[config.mk]
export PLATFORM = sky130hd
export DESIGN_NAME = decode_issue_top
export DESIGN_NICKNAME = d
export VERILOG_FILES = /design/src/source/issue_pkg.sv /design/src/source/rv_isa_pkg.sv /design/src/source/decode_ifs.sv /design/src/source/decode_issue_top.sv /design/src/source/inst_decoder.sv /design/src/source/issue_steer.sv /design/src/source/pipe_cfg_regs.sv /design/src/source/reg_file.sv
export VERILOG_INCLUDE_DIRS = /design/src /design/src/source
export SDC_FILE = /design/constraint.sdc
export NUM_CORES = 2
export LEC_CHECK = 0
export BUFFER_PORTS_ARGS = -buffer_cell sky130_fd_sc_hd__buf_4
export CAP_MARGIN = 20
export CORE_MARGIN = 3
export CORE_UTILIZATION = 45
export DETAILED_ROUTE_END_ITERATION = 8
export PLACE_DENSITY_LB_ADDON = 0.1
export SLEW_MARGIN = 20
export SYNTH_ARGS = -nofsm -noshare
export SYNTH_HDL_FRONTEND = slang
export SYNTH_SLANG_ARGS = --single-unit
[constraint.sdc]
create_clock -name clk -period 5.2 [get_ports clk]
set_clock_uncertainty 0.2 [all_clocks]
set_input_delay 1.04 -clock clk [delete_from_list [all_inputs] [get_ports clk]]
set_output_delay 1.04 -clock clk [all_outputs]
set_load 0.02 [all_outputs]
[src/source/decode_consts.svh]
/*
  Shared widths and micro-op codes for the decode-and-issue stage.
  Micro-op codes must stay dense from 0 so they index the op mask.
*/
`ifndef DECODE_CONSTS_SVH
`define DECODE_CONSTS_SVH

// Datapath and pipe sizing
`define XLEN        32
`define NUM_PIPES   3
`define RST_ADDR    32'h0000_0000
`define REG_ADDR_W  5
`define NUM_REGS    32

// Micro-op encoding
`define UOP_W       3
`define NUM_UOPS    7
`define UOP_ADD     3'd0
`define UOP_MUL     3'd1
`define UOP_LW      3'd2
`define UOP_SW      3'd3
`define UOP_JAL     3'd4
`define UOP_JALR    3'd5
`define UOP_BNE     3'd6

`endif

[src/source/issue_pkg.sv]
/*
  Micro-op and op-mask types shared by decode, issue and configuration.
  Mask bit k stands for micro-op code k.
*/
`default_nettype none

`include "decode_consts.svh"

package issue_pkg;

  // Micro-op code as carried on the issue bus
  typedef logic [`UOP_W-1:0] uop_t;

  // One bit per micro-op, set where a pipe accepts it
  typedef logic [`NUM_UOPS-1:0] op_vec_t;

  //------------------------------------------------------------
  // Micro-op to one-hot mask
  //------------------------------------------------------------
  // Codes past the last micro-op map to an empty mask
  function automatic op_vec_t uop_to_vec(input uop_t uop);
    op_vec_t vec;
    vec = '0;
    if (int'(uop) < `NUM_UOPS) begin
      vec[uop] = 1'b1;
    end
    return vec;
  endfunction

endpackage

`default_nettype wire

[src/source/rv_isa_pkg.sv]
/*
  RV32 instruction word views and the opcode and funct values that
  the TinyRV1 subset needs. Other RV32 encodings are not listed.
*/
`default_nettype none

package rv_isa_pkg;

  // One fetched word, two field layouts
  typedef union packed {
    struct packed {
      logic [6:0] funct7;
      logic [4:0] rs2;
      logic [4:0] rs1;
      logic [2:0] funct3;
      logic [4:0] rd;
      logic [6:0] opcode;
    } r_fmt;
    struct packed {
      logic [11:0] imm;
      logic [4:0]  rs1;
      logic [2:0]  funct3;
      logic [4:0]  rd;
      logic [6:0]  opcode;
    } imm_fmt;
  } rv_inst_t;

  // Major opcodes
  localparam logic [6:0] OPC_OP     = 7'b0110011;
  localparam logic [6:0] OPC_OP_IMM = 7'b0010011;
  localparam logic [6:0] OPC_LOAD   = 7'b0000011;
  localparam logic [6:0] OPC_STORE  = 7'b0100011;
  localparam logic [6:0] OPC_JAL    = 7'b1101111;
  localparam logic [6:0] OPC_JALR   = 7'b1100111;
  localparam logic [6:0] OPC_BRANCH = 7'b1100011;

  // funct7 and funct3 selectors
  localparam logic [6:0] FUNCT7_BASE   = 7'b0000000;
  localparam logic [6:0] FUNCT7_MULDIV = 7'b0000001;
  localparam logic [2:0] F3_ADD        = 3'b000;
  localparam logic [2:0] F3_WORD       = 3'b010;
  localparam logic [2:0] F3_JALR       = 3'b000;
  localparam logic [2:0] F3_BNE        = 3'b001;

endpackage

`default_nettype wire

[src/source/decode_ifs.sv]
/*
  Decode-to-issue message bus with valid/ready, and the combinational
  register file read bus. A transfer needs val and rdy high at an edge.
*/
`timescale 1ns/1ps
`default_nettype none

`include "decode_consts.svh"

// Decoded message toward the issue register
interface dec_issue_if;
  logic                    val;
  logic                    rdy;
  logic [`XLEN-1:0]        pc;
  issue_pkg::uop_t         uop;
  logic [`XLEN-1:0]        op1;
  logic [`XLEN-1:0]        op2;
  logic [`XLEN-1:0]        imm;
  logic [`REG_ADDR_W-1:0]  waddr;
  logic                    wen;

  modport dec (output val, pc, uop, op1, op2, imm, waddr, wen, input rdy);
  modport iss (input val, pc, uop, op1, op2, imm, waddr, wen, output rdy);
endinterface

// Two read ports, data valid in the same cycle
interface rf_read_if;
  logic [`REG_ADDR_W-1:0]  raddr0;
  logic [`REG_ADDR_W-1:0]  raddr1;
  logic [`XLEN-1:0]        rdata0;
  logic [`XLEN-1:0]        rdata1;

  modport dec (output raddr0, raddr1, input rdata0, rdata1);
  modport rf  (input raddr0, raddr1, output rdata0, rdata1);
endinterface

`default_nettype wire

[src/source/decode_issue_top.sv]
/*
  Decode-and-issue stage top. Fetch and execute sides are valid/ready;
  the x bus is shared, x_val and x_rdy have one bit per pipe.
  Writeback ordering against issued reads is left to the caller.
*/
`timescale 1ns/1ps
`default_nettype none

`include "decode_consts.svh"

module decode_issue_top (
  input  logic                                 clk,
  input  logic                                 rst,
  // Fetch side
  input  logic                                 f_val,
  output logic                                 f_rdy,
  input  logic [`XLEN-1:0]                     f_pc,
  input  logic [`XLEN-1:0]                     f_inst,
  // Execute side
  output logic [`XLEN-1:0]                     x_pc,
  output issue_pkg::uop_t                      x_uop,
  output logic [`XLEN-1:0]                     x_op1,
  output logic [`XLEN-1:0]                     x_op2,
  output logic [`XLEN-1:0]                     x_imm,
  output logic [`REG_ADDR_W-1:0]               x_waddr,
  output logic                                 x_wen,
  output logic [`NUM_PIPES-1:0]                x_val,
  input  logic [`NUM_PIPES-1:0]                x_rdy,
  // Writeback
  input  logic                                 wb_en,
  input  logic [`REG_ADDR_W-1:0]               wb_addr,
  input  logic [`XLEN-1:0]                     wb_data,
  // Pipe mask configuration
  input  logic                                 cfg_we,
  input  logic [$clog2(`NUM_PIPES)-1:0]        cfg_idx,
  input  issue_pkg::op_vec_t                   cfg_mask,
  // Status pulses
  output logic                                 illegal,
  output logic                                 unissuable
);
  import issue_pkg::*;

  op_vec_t [`NUM_PIPES-1:0] pipe_masks;

  dec_issue_if dq ();
  rf_read_if   rf ();

  reg_file u_reg_file (
    .clk     (clk),
    .rst     (rst),
    .rd      (rf.rf),
    .wb_en   (wb_en),
    .wb_addr (wb_addr),
    .wb_data (wb_data)
  );

  inst_decoder u_inst_decoder (
    .clk     (clk),
    .rst     (rst),
    .f_val   (f_val),
    .f_pc    (f_pc),
    .f_inst  (f_inst),
    .f_rdy   (f_rdy),
    .illegal (illegal),
    .rf      (rf.dec),
    .dq      (dq.dec)
  );

  pipe_cfg_regs u_pipe_cfg_regs (
    .clk        (clk),
    .rst        (rst),
    .cfg_we     (cfg_we),
    .cfg_idx    (cfg_idx),
    .cfg_mask   (cfg_mask),
    .pipe_masks (pipe_masks)
  );

  issue_steer #(
    .num_pipes (`NUM_PIPES)
  ) u_issue_steer (
    .clk        (clk),
    .rst        (rst),
    .dq         (dq.iss),
    .pipe_masks (pipe_masks),
    .x_pc       (x_pc),
    .x_uop      (x_uop),
    .x_op1      (x_op1),
    .x_op2      (x_op2),
    .x_imm      (x_imm),
    .x_waddr    (x_waddr),
    .x_wen      (x_wen),
    .x_val      (x_val),
    .x_rdy      (x_rdy),
    .unissuable (unissuable)
  );

endmodule

`default_nettype wire

[src/source/inst_decoder.sv]
/*
  Decodes one TinyRV1 word per fetch transfer into a micro-op message.
  Illegal words never raise val; they are consumed and pulse illegal.
  For jal, op1 is the PC and op2 the J immediate.
*/
`timescale 1ns/1ps
`default_nettype none

`include "decode_consts.svh"

module inst_decoder (
  input  logic              clk,
  input  logic              rst,
  input  logic              f_val,
  input  logic [`XLEN-1:0]  f_pc,
  input  logic [`XLEN-1:0]  f_inst,
  output logic              f_rdy,
  output logic              illegal,
  rf_read_if.dec            rf,
  dec_issue_if.dec          dq
);
  import rv_isa_pkg::*;
  import issue_pkg::*;

  rv_inst_t          inst;
  uop_t              uop;
  logic              legal;
  logic              sel_rs2;
  logic              wen;
  logic [`XLEN-1:0]  imm;
  logic [`XLEN-1:0]  imm_i;
  logic [`XLEN-1:0]  imm_s;
  logic [`XLEN-1:0]  imm_b;
  logic [`XLEN-1:0]  imm_j;

  assign inst = rv_inst_t'(f_inst);

  //------------------------------------------------------------
  // Immediate forms
  //------------------------------------------------------------
  assign imm_i = {{(`XLEN-12){inst.imm_fmt.imm[11]}}, inst.imm_fmt.imm};
  // S and B share the funct7 and rd slots of the R layout
  assign imm_s = {{(`XLEN-12){inst.r_fmt.funct7[6]}}, inst.r_fmt.funct7, inst.r_fmt.rd};
  assign imm_b = {{(`XLEN-12){inst.r_fmt.funct7[6]}}, inst.r_fmt.rd[0],
                  inst.r_fmt.funct7[5:0], inst.r_fmt.rd[4:1], 1'b0};
  // J immediate bits 19:12 sit where rs1 and funct3 live
  assign imm_j = {{(`XLEN-20){inst.imm_fmt.imm[11]}}, inst.imm_fmt.rs1,
                  inst.imm_fmt.funct3, inst.imm_fmt.imm[0], inst.imm_fmt.imm[10:1], 1'b0};

  //------------------------------------------------------------
  // Micro-op, legality and operand source
  //------------------------------------------------------------
  always_comb begin
    uop     = `UOP_ADD;
    legal   = 1'b0;
    sel_rs2 = 1'b0;
    imm     = '0;
    case (inst.r_fmt.opcode)
      OPC_OP: begin
        sel_rs2 = 1'b1;
        if (inst.r_fmt.funct3 == F3_ADD) begin
          if (inst.r_fmt.funct7 == FUNCT7_BASE) begin
            legal = 1'b1;
          end else if (inst.r_fmt.funct7 == FUNCT7_MULDIV) begin
            uop   = `UOP_MUL;
            legal = 1'b1;
          end
        end
      end
      OPC_OP_IMM: begin
        // addi rides on the add micro-op
        legal = (inst.imm_fmt.funct3 == F3_ADD);
        imm   = imm_i;
      end
      OPC_LOAD: begin
        uop   = `UOP_LW;
        legal = (inst.imm_fmt.funct3 == F3_WORD);
        imm   = imm_i;
      end
      OPC_STORE: begin
        uop     = `UOP_SW;
        legal   = (inst.r_fmt.funct3 == F3_WORD);
        sel_rs2 = 1'b1;
        imm     = imm_s;
      end
      OPC_JAL: begin
        uop   = `UOP_JAL;
        legal = 1'b1;
        imm   = imm_j;
      end
      OPC_JALR: begin
        uop   = `UOP_JALR;
        legal = (inst.imm_fmt.funct3 == F3_JALR);
        imm   = imm_i;
      end
      OPC_BRANCH: begin
        uop     = `UOP_BNE;
        legal   = (inst.r_fmt.funct3 == F3_BNE);
        sel_rs2 = 1'b1;
        imm     = imm_b;
      end
      default: begin
        legal = 1'b0;
      end
    endcase
  end

  // No destination for store and branch
  assign wen = (uop != `UOP_SW) && (uop != `UOP_BNE);

  // Source registers always come from the R layout slots
  assign rf.raddr0 = inst.r_fmt.rs1;
  assign rf.raddr1 = inst.r_fmt.rs2;

  //------------------------------------------------------------
  // Message toward issue
  //------------------------------------------------------------
  assign dq.val   = f_val & legal;
  assign dq.pc    = f_pc;
  assign dq.uop   = uop;
  assign dq.op1   = (uop == `UOP_JAL) ? f_pc : rf.rdata0;
  assign dq.op2   = sel_rs2 ? rf.rdata1 : imm;
  assign dq.imm   = imm;
  assign dq.wen   = wen;
  assign dq.waddr = wen ? inst.r_fmt.rd : '0;

  // Fetch is ready exactly when the issue register can take a word
  assign f_rdy = dq.rdy;

  // Pulse in the cycle after an illegal word is consumed
  always_ff @(posedge clk) begin
    if (rst) begin
      illegal <= 1'b0;
    end else begin
      illegal <= f_val & ~legal & dq.rdy;
    end
  end

endmodule

`default_nettype wire

[src/source/issue_steer.sv]
/*
  Single-entry issue register with steering to execute pipes.
  Delivery goes to the lowest ready pipe whose mask covers the micro-op;
  a message that no mask covers is dropped with a one-cycle pulse.
*/
`timescale 1ns/1ps
`default_nettype none

`include "decode_consts.svh"

module issue_steer #(
  parameter int num_pipes = `NUM_PIPES
) (
  input  logic                                   clk,
  input  logic                                   rst,
  dec_issue_if.iss                               dq,
  input  issue_pkg::op_vec_t [num_pipes-1:0]     pipe_masks,
  output logic [`XLEN-1:0]                       x_pc,
  output issue_pkg::uop_t                        x_uop,
  output logic [`XLEN-1:0]                       x_op1,
  output logic [`XLEN-1:0]                       x_op2,
  output logic [`XLEN-1:0]                       x_imm,
  output logic [`REG_ADDR_W-1:0]                 x_waddr,
  output logic                                   x_wen,
  output logic [num_pipes-1:0]                   x_val,
  input  logic [num_pipes-1:0]                   x_rdy,
  output logic                                   unissuable
);
  import issue_pkg::*;

  logic                  full;
  logic                  deliver;
  logic [num_pipes-1:0]  covered;
  logic [num_pipes-1:0]  ready_cov;

  //------------------------------------------------------------
  // Mask coverage and pipe choice
  //------------------------------------------------------------
  for (genvar p = 0; p < num_pipes; p++) begin : g_cover
    assign covered[p] = |(pipe_masks[p] & uop_to_vec(x_uop));
  end

  assign ready_cov = covered & x_rdy;

  // Isolate lowest set bit
  assign x_val = full ? (ready_cov & (~ready_cov + 1'b1)) : '0;

  assign deliver    = |x_val;
  assign unissuable = full & ~|covered;

  // Room when empty, or the held message leaves this cycle
  assign dq.rdy = ~full | deliver | unissuable;

  //------------------------------------------------------------
  // Issue register
  //------------------------------------------------------------
  always_ff @(posedge clk) begin
    if (rst) begin
      full <= 1'b0;
    end else if (dq.rdy) begin
      full <= dq.val;
    end
  end

  // Idle PC reads as the reset address
  always_ff @(posedge clk) begin
    if (rst) begin
      x_pc <= `RST_ADDR;
    end else if (dq.rdy && dq.val) begin
      x_pc <= dq.pc;
    end
  end

  // Payload held unchanged under back-pressure
  always_ff @(posedge clk) begin
    if (dq.rdy && dq.val) begin
      x_uop   <= dq.uop;
      x_op1   <= dq.op1;
      x_op2   <= dq.op2;
      x_imm   <= dq.imm;
      x_waddr <= dq.waddr;
      x_wen   <= dq.wen;
    end
  end

endmodule

`default_nettype wire

[src/source/pipe_cfg_regs.sv]
/*
  One accepted-op mask per execute pipe, all ones after reset.
  A write with an index past the last pipe changes nothing.
*/
`timescale 1ns/1ps
`default_nettype none

`include "decode_consts.svh"

module pipe_cfg_regs (
  input  logic                                      clk,
  input  logic                                      rst,
  input  logic                                      cfg_we,
  input  logic [$clog2(`NUM_PIPES)-1:0]             cfg_idx,
  input  issue_pkg::op_vec_t                        cfg_mask,
  output issue_pkg::op_vec_t [`NUM_PIPES-1:0]       pipe_masks
);

  // Index check against the real pipe count
  logic idx_ok;

  assign idx_ok = (int'(cfg_idx) < `NUM_PIPES);

  always_ff @(posedge clk) begin
    if (rst) begin
      // Every pipe takes every micro-op
      for (int p = 0; p < `NUM_PIPES; p++) begin
        pipe_masks[p] <= '1;
      end
    end else if (cfg_we && idx_ok) begin
      pipe_masks[cfg_idx] <= cfg_mask;
    end
  end

endmodule

`default_nettype wire

[src/source/reg_file.sv]
/*
  31 general registers plus a hard zero at x0. Writes land at the edge;
  reads are combinational and see a same-cycle write through the bypass.
*/
`timescale 1ns/1ps
`default_nettype none

`include "decode_consts.svh"

module reg_file (
  input  logic                    clk,
  input  logic                    rst,
  rf_read_if.rf                   rd,
  input  logic                    wb_en,
  input  logic [`REG_ADDR_W-1:0]  wb_addr,
  input  logic [`XLEN-1:0]        wb_data
);

  // x0 has no storage
  logic [`XLEN-1:0] regs [1:`NUM_REGS-1];

  always_ff @(posedge clk) begin
    if (rst) begin
      for (int i = 1; i < `NUM_REGS; i++) begin
        regs[i] <= '0;
      end
    end else if (wb_en && (wb_addr != '0)) begin
      regs[wb_addr] <= wb_data;
    end
  end

  // Read with writeback forwarding
  function automatic logic [`XLEN-1:0] read_port(input logic [`REG_ADDR_W-1:0] addr);
    if (addr == '0) begin
      return '0;
    end
    if (wb_en && (wb_addr == addr)) begin
      return wb_data;
    end
    return regs[addr];
  endfunction

  assign rd.rdata0 = read_port(rd.raddr0);
  assign rd.rdata1 = read_port(rd.raddr1);

endmodule

`default_nettype wire

Word level (Yosys, flattened, before mapping):

Memories as Yosys holds them, arrays and structs flattened.
Index checks and enable logic that the tools add are counted.

* add/sub/neg operators: 1
* equality and inequality tests: 15
* bitwise operators: 14
* muxes and demuxes: 41
* $lt $le $gt $ge: 6
* reduce and logical (&&, ||, !) cells: 24

Operator list (number)
* 32-bit 2-to-1 mux: 11
* 32-bit one-hot mux with 4 select lines: 1
* 32-bit OR reduction: 1
* 7-bit bitwise AND: 3
* 21-bit bitwise mux: 1
* 7-bit == test, second input constant: 3
* 21-bit OR reduction: 1
* 7-bit OR reduction: 3
* 1-bit 2-to-1 mux: 18
* 3-bit one-hot mux with 6 select lines: 1
* 7-bit demux with 2-bit select: 1
* 7-bit by 6-bit == test with 1-bit output, second input constant: 2
* 7-bit 2-to-1 mux: 2
* 5-bit == test: 2
* 5-bit logical NOT: 2
* 3-bit 2-to-1 mux: 3
* 3-bit OR reduction: 3
* 1-bit logical AND: 8
* 7-bit by 1-bit == test with 1-bit output, second input constant: 1
* 7-bit by 2-bit == test with 1-bit output, second input constant: 1
* 7-bit by 5-bit == test with 1-bit output, second input constant: 1
* 7-bit logical NOT: 1
* 3-bit bitwise AND: 2
* 5-bit 2-to-1 mux: 1
* 22 further kinds: 28

* bits in writable memories: 992
* output and inout port bits: 143
* memories kept: 1
* logic and storage cells: 114
* register bits after elaboration: 160

Memory list
* u_reg_file.regs: words 31, width 32, read ports 2, clocked after memory_dff 0, wr ports 31, RTL line reg_file.sv:20 `` logic [`XLEN-1:0] regs [1:`NUM_REGS-1]; ``

Longest topological paths before layout:

* depth after elaboration: 16
* depth in mapped cells: 11

Hierarchy:

Synthesis repeated with hierarchy kept, for this count alone.

* cell total of the unflattened synthesis: 4330
* area total of the unflattened synthesis: 62189.6 µm²

By module, submodules not included
* reg_file: area each 54718.7 µm², seq. area each 30749.5 µm², times used 1, cells an instance 3740
* issue_steer: area each 4941.0 µm², seq. area each 3813.7 µm², times used 1, cells an instance 284
* inst_decoder: area each 1734.2 µm², seq. area each 20.0 µm², times used 1, cells an instance 227
* pipe_cfg_regs: area each 795.8 µm², seq. area each 420.4 µm², times used 1, cells an instance 79

Least setup slack after synthesis:

OpenSTA, ideal clock, no wires.

* kind: input to register
* start point: input port f_inst[2]
* end point: register u_issue_steer.x_imm[0], enable pin
* slack: -0.169 ns
* arrival: 4.706 ns
* setup time: 0.463 ns
* path buffers: 3
* cell stages on the path: 8
* cell sequence: buf_2 > or4b_2 > a21oi_1 > o21a_1 > o21a_1 > buf_4 > buf_4 > and2_1

* cells in the longest elaborated chain, start to end: 5
* elaborated cells on any way between the ends: 12
* those cells by class: 7 x eq/ne; 1 x mux; 1 x bitwise; 3 x reduce/logical

Ends and longest elaborated chain
* start: declaration: RTL line decode_issue_top.sv:18 `` input logic [`XLEN-1:0] f_inst, ``
* 7-bit by 5-bit == test with 1-bit output (tied with other cells): RTL line inst_decoder.sv:58 `case (inst.r_fmt.opcode)`
* 2-bit OR reduction (no source line)
* 1-bit one-hot mux with 5 select lines *: RTL line inst_decoder.sv:58
* 1-bit bitwise AND *: RTL line inst_decoder.sv:118 `assign dq.val = f_val & legal;`
* 1-bit logical AND *: RTL line issue_steer.sv:76 `if (dq.rdy && dq.val) begin`
* end signal: assignment: RTL line issue_steer.sv:80 `x_imm <= dq.imm;`
* end: declaration: RTL line issue_steer.sv:22 `` output logic [`XLEN-1:0] x_imm, ``

Every way passes the cells marked *; elsewhere a longest branch is shown, timed or not.
A chain may end at the register's enable or synchronous reset.

Worst setup path in the final report:

* start point: register u_issue_steer.x_uop[1]
* end point: output port f_rdy

* cells in the longest elaborated chain, start to end: 15
* elaborated cells on any way between the ends: 24
* those cells by class: 1 x add/sub; 3 x order compare; 4 x mux; 9 x bitwise; 7 x reduce/logical

Ends and longest elaborated chain
* start: declaration: RTL line issue_steer.sv:19 `output issue_pkg::uop_t x_uop,`
* start signal: assignment: RTL line issue_steer.sv:77 `x_uop <= dq.uop;`
* 3-bit by 4-bit less-than comparator with 1-bit output (not written as such) or 3-bit by 1-bit greater-or-equal comparator with 1-bit output (tied branches): RTL line issue_pkg.sv:25 `vec[uop] = 1'b1;`
* 1-bit logical AND (not written as such): RTL line issue_pkg.sv:25
* 1-bit 2-to-1 mux (not written as such): RTL line issue_pkg.sv:25
* 1-bit demux with 3-bit select
* 7-bit 2-to-1 mux *: RTL line issue_pkg.sv:24 `` if (int'(uop) < `NUM_UOPS) begin ``
* 7-bit bitwise AND: RTL line issue_steer.sv:40 `assign covered[p] = |(pipe_masks[p] & uop_to_vec(x_uop));`
* 7-bit OR reduction: RTL line issue_steer.sv:40
* 3-bit bitwise AND: RTL line issue_steer.sv:43 `assign ready_cov = covered & x_rdy;`
* 3-bit NOT: RTL line issue_steer.sv:46 `assign x_val = full ? (ready_cov & (~ready_cov + 1'b1)) : '0;`
* 3-bit by 1-bit adder with 3-bit output: RTL line issue_steer.sv:46
* 3-bit bitwise AND: RTL line issue_steer.sv:46
* 3-bit 2-to-1 mux: RTL line issue_steer.sv:46
* 3-bit OR reduction: RTL line issue_steer.sv:48 `assign deliver = |x_val;`
* 1-bit OR: RTL line issue_steer.sv:52 `assign dq.rdy = ~full | deliver | unissuable;`
* 1-bit OR *: RTL line issue_steer.sv:52
* end: declaration: RTL line decode_issue_top.sv:16 `output logic f_rdy,`

Marks and branches as above.

==> results.cfg <==
[timing]
slew-limit-headroom_pct = 21.0
setup_viol = 0
rsz0062_at_grt = no
max_freq_mhz = 209
worst_pin_slew_ns = 1.18
tns_ns = 0
final.period_utilization_pct = 92.0
min_period_ns = 4.79
finalHoldViolations = 0
slew_violations = 0

[yosys]
synth.distinct_cells = 62
synth_top_area_share_pct = 55.3
synth_top_cell_by_area = edfxtp_1
synth_common_cells = edfxtp_1 (1118), and2_1 (1021), mux4_2 (553)
yosysMostFrequentCell = edfxtp_1
ys_ff_latch = 1173
synthTopCellsByArea = edfxtp_1 (55%), mux4_2 (21%), and2_1 (11%), clkbuf_1 (2.0%), dfxtp_1 (1.8%)
synth_area_um2 = 60700
syn_area_per_cell_um2 = 14.8
seq_area_frac_synth_pct = 57.1
synth_edf_count = 1118
ys.flop_type = edfxtp_1
syn_inst = 4114
async_reset_ff_share_pct = 0
yosysWarnings = 0

[floorplan]
die_h_um = 373
core_um2 = 134000
ios = 261
die_width_um = 373
initial_core_util_pct = 45.4
fp.dieArea_um2 = 139000
row_count = 134

[power]
power_leakage_nw = 24.0
peakVddDrop_mv = 0.322
powerDensity_nw_per_um2 = 333
power.total_mw = 23.3

[critical_path]
crit_chain = mux2i_1 > o22ai_1 > a211oi_1 > o2111ai_4 > buf_4 > or2_2 > buf_4
start_kind = register
crit_arrival_ns = 3.55
cp_data_required_time_ns = 3.96
crit_slowest_cell = edfxtp_1
cp-end-kind = output pin
crit_top_cell = buf_4
path_class = reg2out
critPathMaxStageDelay_ns = 0.72
worstPathMaxFanout = 65

[run]
drv_cap = 0

[cells_and_area]
final_core_utilization_pct = 52.4
drive_gt1_share_pct = 29.1
fill_cells = 11000
area_growth_pct = 15.4
nets = 4386

[global_route]
grt_use_met3_pct = 8.57
grt_util_met1_pct = 42.9
antenna_found_initial = 26
grt_busiest_layer = met2
first_global_vias = 39900
gr-usage-all-layers_pct = 31.9
grt_max_degree = 95
grt_pass1_wl_um = 313000
gr-total-overflow = 0
gr-usage-met2_pct = 48.7

[placed_design]
hpwlAfterDp_um = 141000
io_buffers = 260
gp_routability_congestion = 0.922

[detailed_routing]
via_per_inst = 6.49
drtPass1Iterations = 8
ant_nets = 0
drt-initial-drc-count = 5245
vias = 39900
drc = 0
routed_wl_um = 223000
wire_per_inst_um = 36.2

[clock_network]
cts_buffer_depth = 3
cts_hold_buf = 0
cts_sinks = 1173
clk_pin_slew_ns = 0.06
ctsResizeCount = 0
cts_root_buffer = clkbuf_16
post-cts-setup-buffers = 0
numCtsBuffers = 138
cts_tree = done
clk_latency_ns = 0.77
h-tree-depth = 4

[min_path]
hold_class = reg2reg

[status]
outcome = complete, no violations
-- where the power goes --
group          leakage, nW  total (mW)  internal [mW]  switching, mW
Combinational         10.8        2.50           1.05           1.44
Sequential            11.1        11.1           10.8          0.241
Clock                 2.19        9.74           5.75           3.99
-- routing by layer --
metal,wire [µm],vias to the layer above
li1,-,16100
met1,85700,20800
met2,101000,2489
met3,24200,478
met4,11400,14
met5,100,-
-- worst paths after layout --
kind,start,to,slack (ns),depth (start not counted)
max,u_issue_steer.x_uop[1]$_DFFE_PP_,f_rdy,0.41,7
min,u_pipe_cfg_regs.pipe_masks[10]$_SDFFE_PP1P_,u_pipe_cfg_regs.pipe_masks[10]$_SDFFE_PP1P_,0.27,2
max reg2reg,u_issue_steer.x_uop[1]$_DFFE_PP_,u_issue_steer.x_op2[28]$_DFFE_PP_,1.37,7
min reg2reg,u_pipe_cfg_regs.pipe_masks[10]$_SDFFE_PP1P_,u_pipe_cfg_regs.pipe_masks[10]$_SDFFE_PP1P_,0.27,2
-- critical path, delay by kind of cell, from the launching register on --
kind / cells / cell delay, ns
buffers and inverters: 2 / 0.50
AOI/OAI and AO/OA: 3 / 0.88
DFF: 1 / 0.72
muxes: 1 / 0.25
and+or+nand+nor: 1 / 0.40
-- metrics by stage --
step	hold WS (ns)	setup slack, ns	instance area [µm²]	instances
finish	0.269	0.414	70000	6149
global route	0.291	0.244	70000	6142
CTS	0.271	0.366	70000	6139
detailed placement	0.256	0.897	65600	5896
global placement	0.249	0.891	65600	5896
floorplan	0.234	0.513	60800	4145
-- layout by cell type (no fill, tap or decap), types with 33 or more instances in the layout --
cell,count
edfxtp_1,1118
nor2_1,40
mux4_2,553
o22ai_1,125
o211ai_1,39
buf_12,40
and2_1,1019
buf_4,384
nand3_1,42
o21ai_0,120
nand2_1,195
clkbuf_16,146
or3_1,33
dfxtp_1,55
-- registers in the layout, summed over array words and instances, names as in the netlist, 3 cells and up --
register,cells
u_issue_steer.x_imm,21
u_issue_steer.x_uop,3
u_issue_steer.x_op1,32
u_issue_steer.x_waddr,5
u_issue_steer.x_pc,32
u_issue_steer.x_op2,32
u_reg_file.regs,1024
u_pipe_cfg_regs.pipe_masks,21
-- cell families after synthesis --
family / after synthesis / share of synthesized area [%]
AND/OR/NAND/NOR: 1433 / 13.6
flip-flops: 1173 / 57.1
multiplexers: 588 / 21.1
buffers and inverters: 457 / 3.20
AO/OA/AOI/OAI: 451 / 4.77
XOR/XNOR: 11 / 0.159
other: 1 / 0.00618
-- layout make-up --
cell class,instances,area [µm²],area share [%]
sequential,1173,34700,49.5
multi-input combinational,2515,24900,35.5
clock buffer,183,3860,5.52
timing repair buffer,430,3760,5.37
tap,1768,2210,3.16
clock inverter,60,587,0.838
inverter,10,45.0,0.0643
antenna,10,25.0,0.0357
Note: power is estimated with default switching activity, not from simulation.
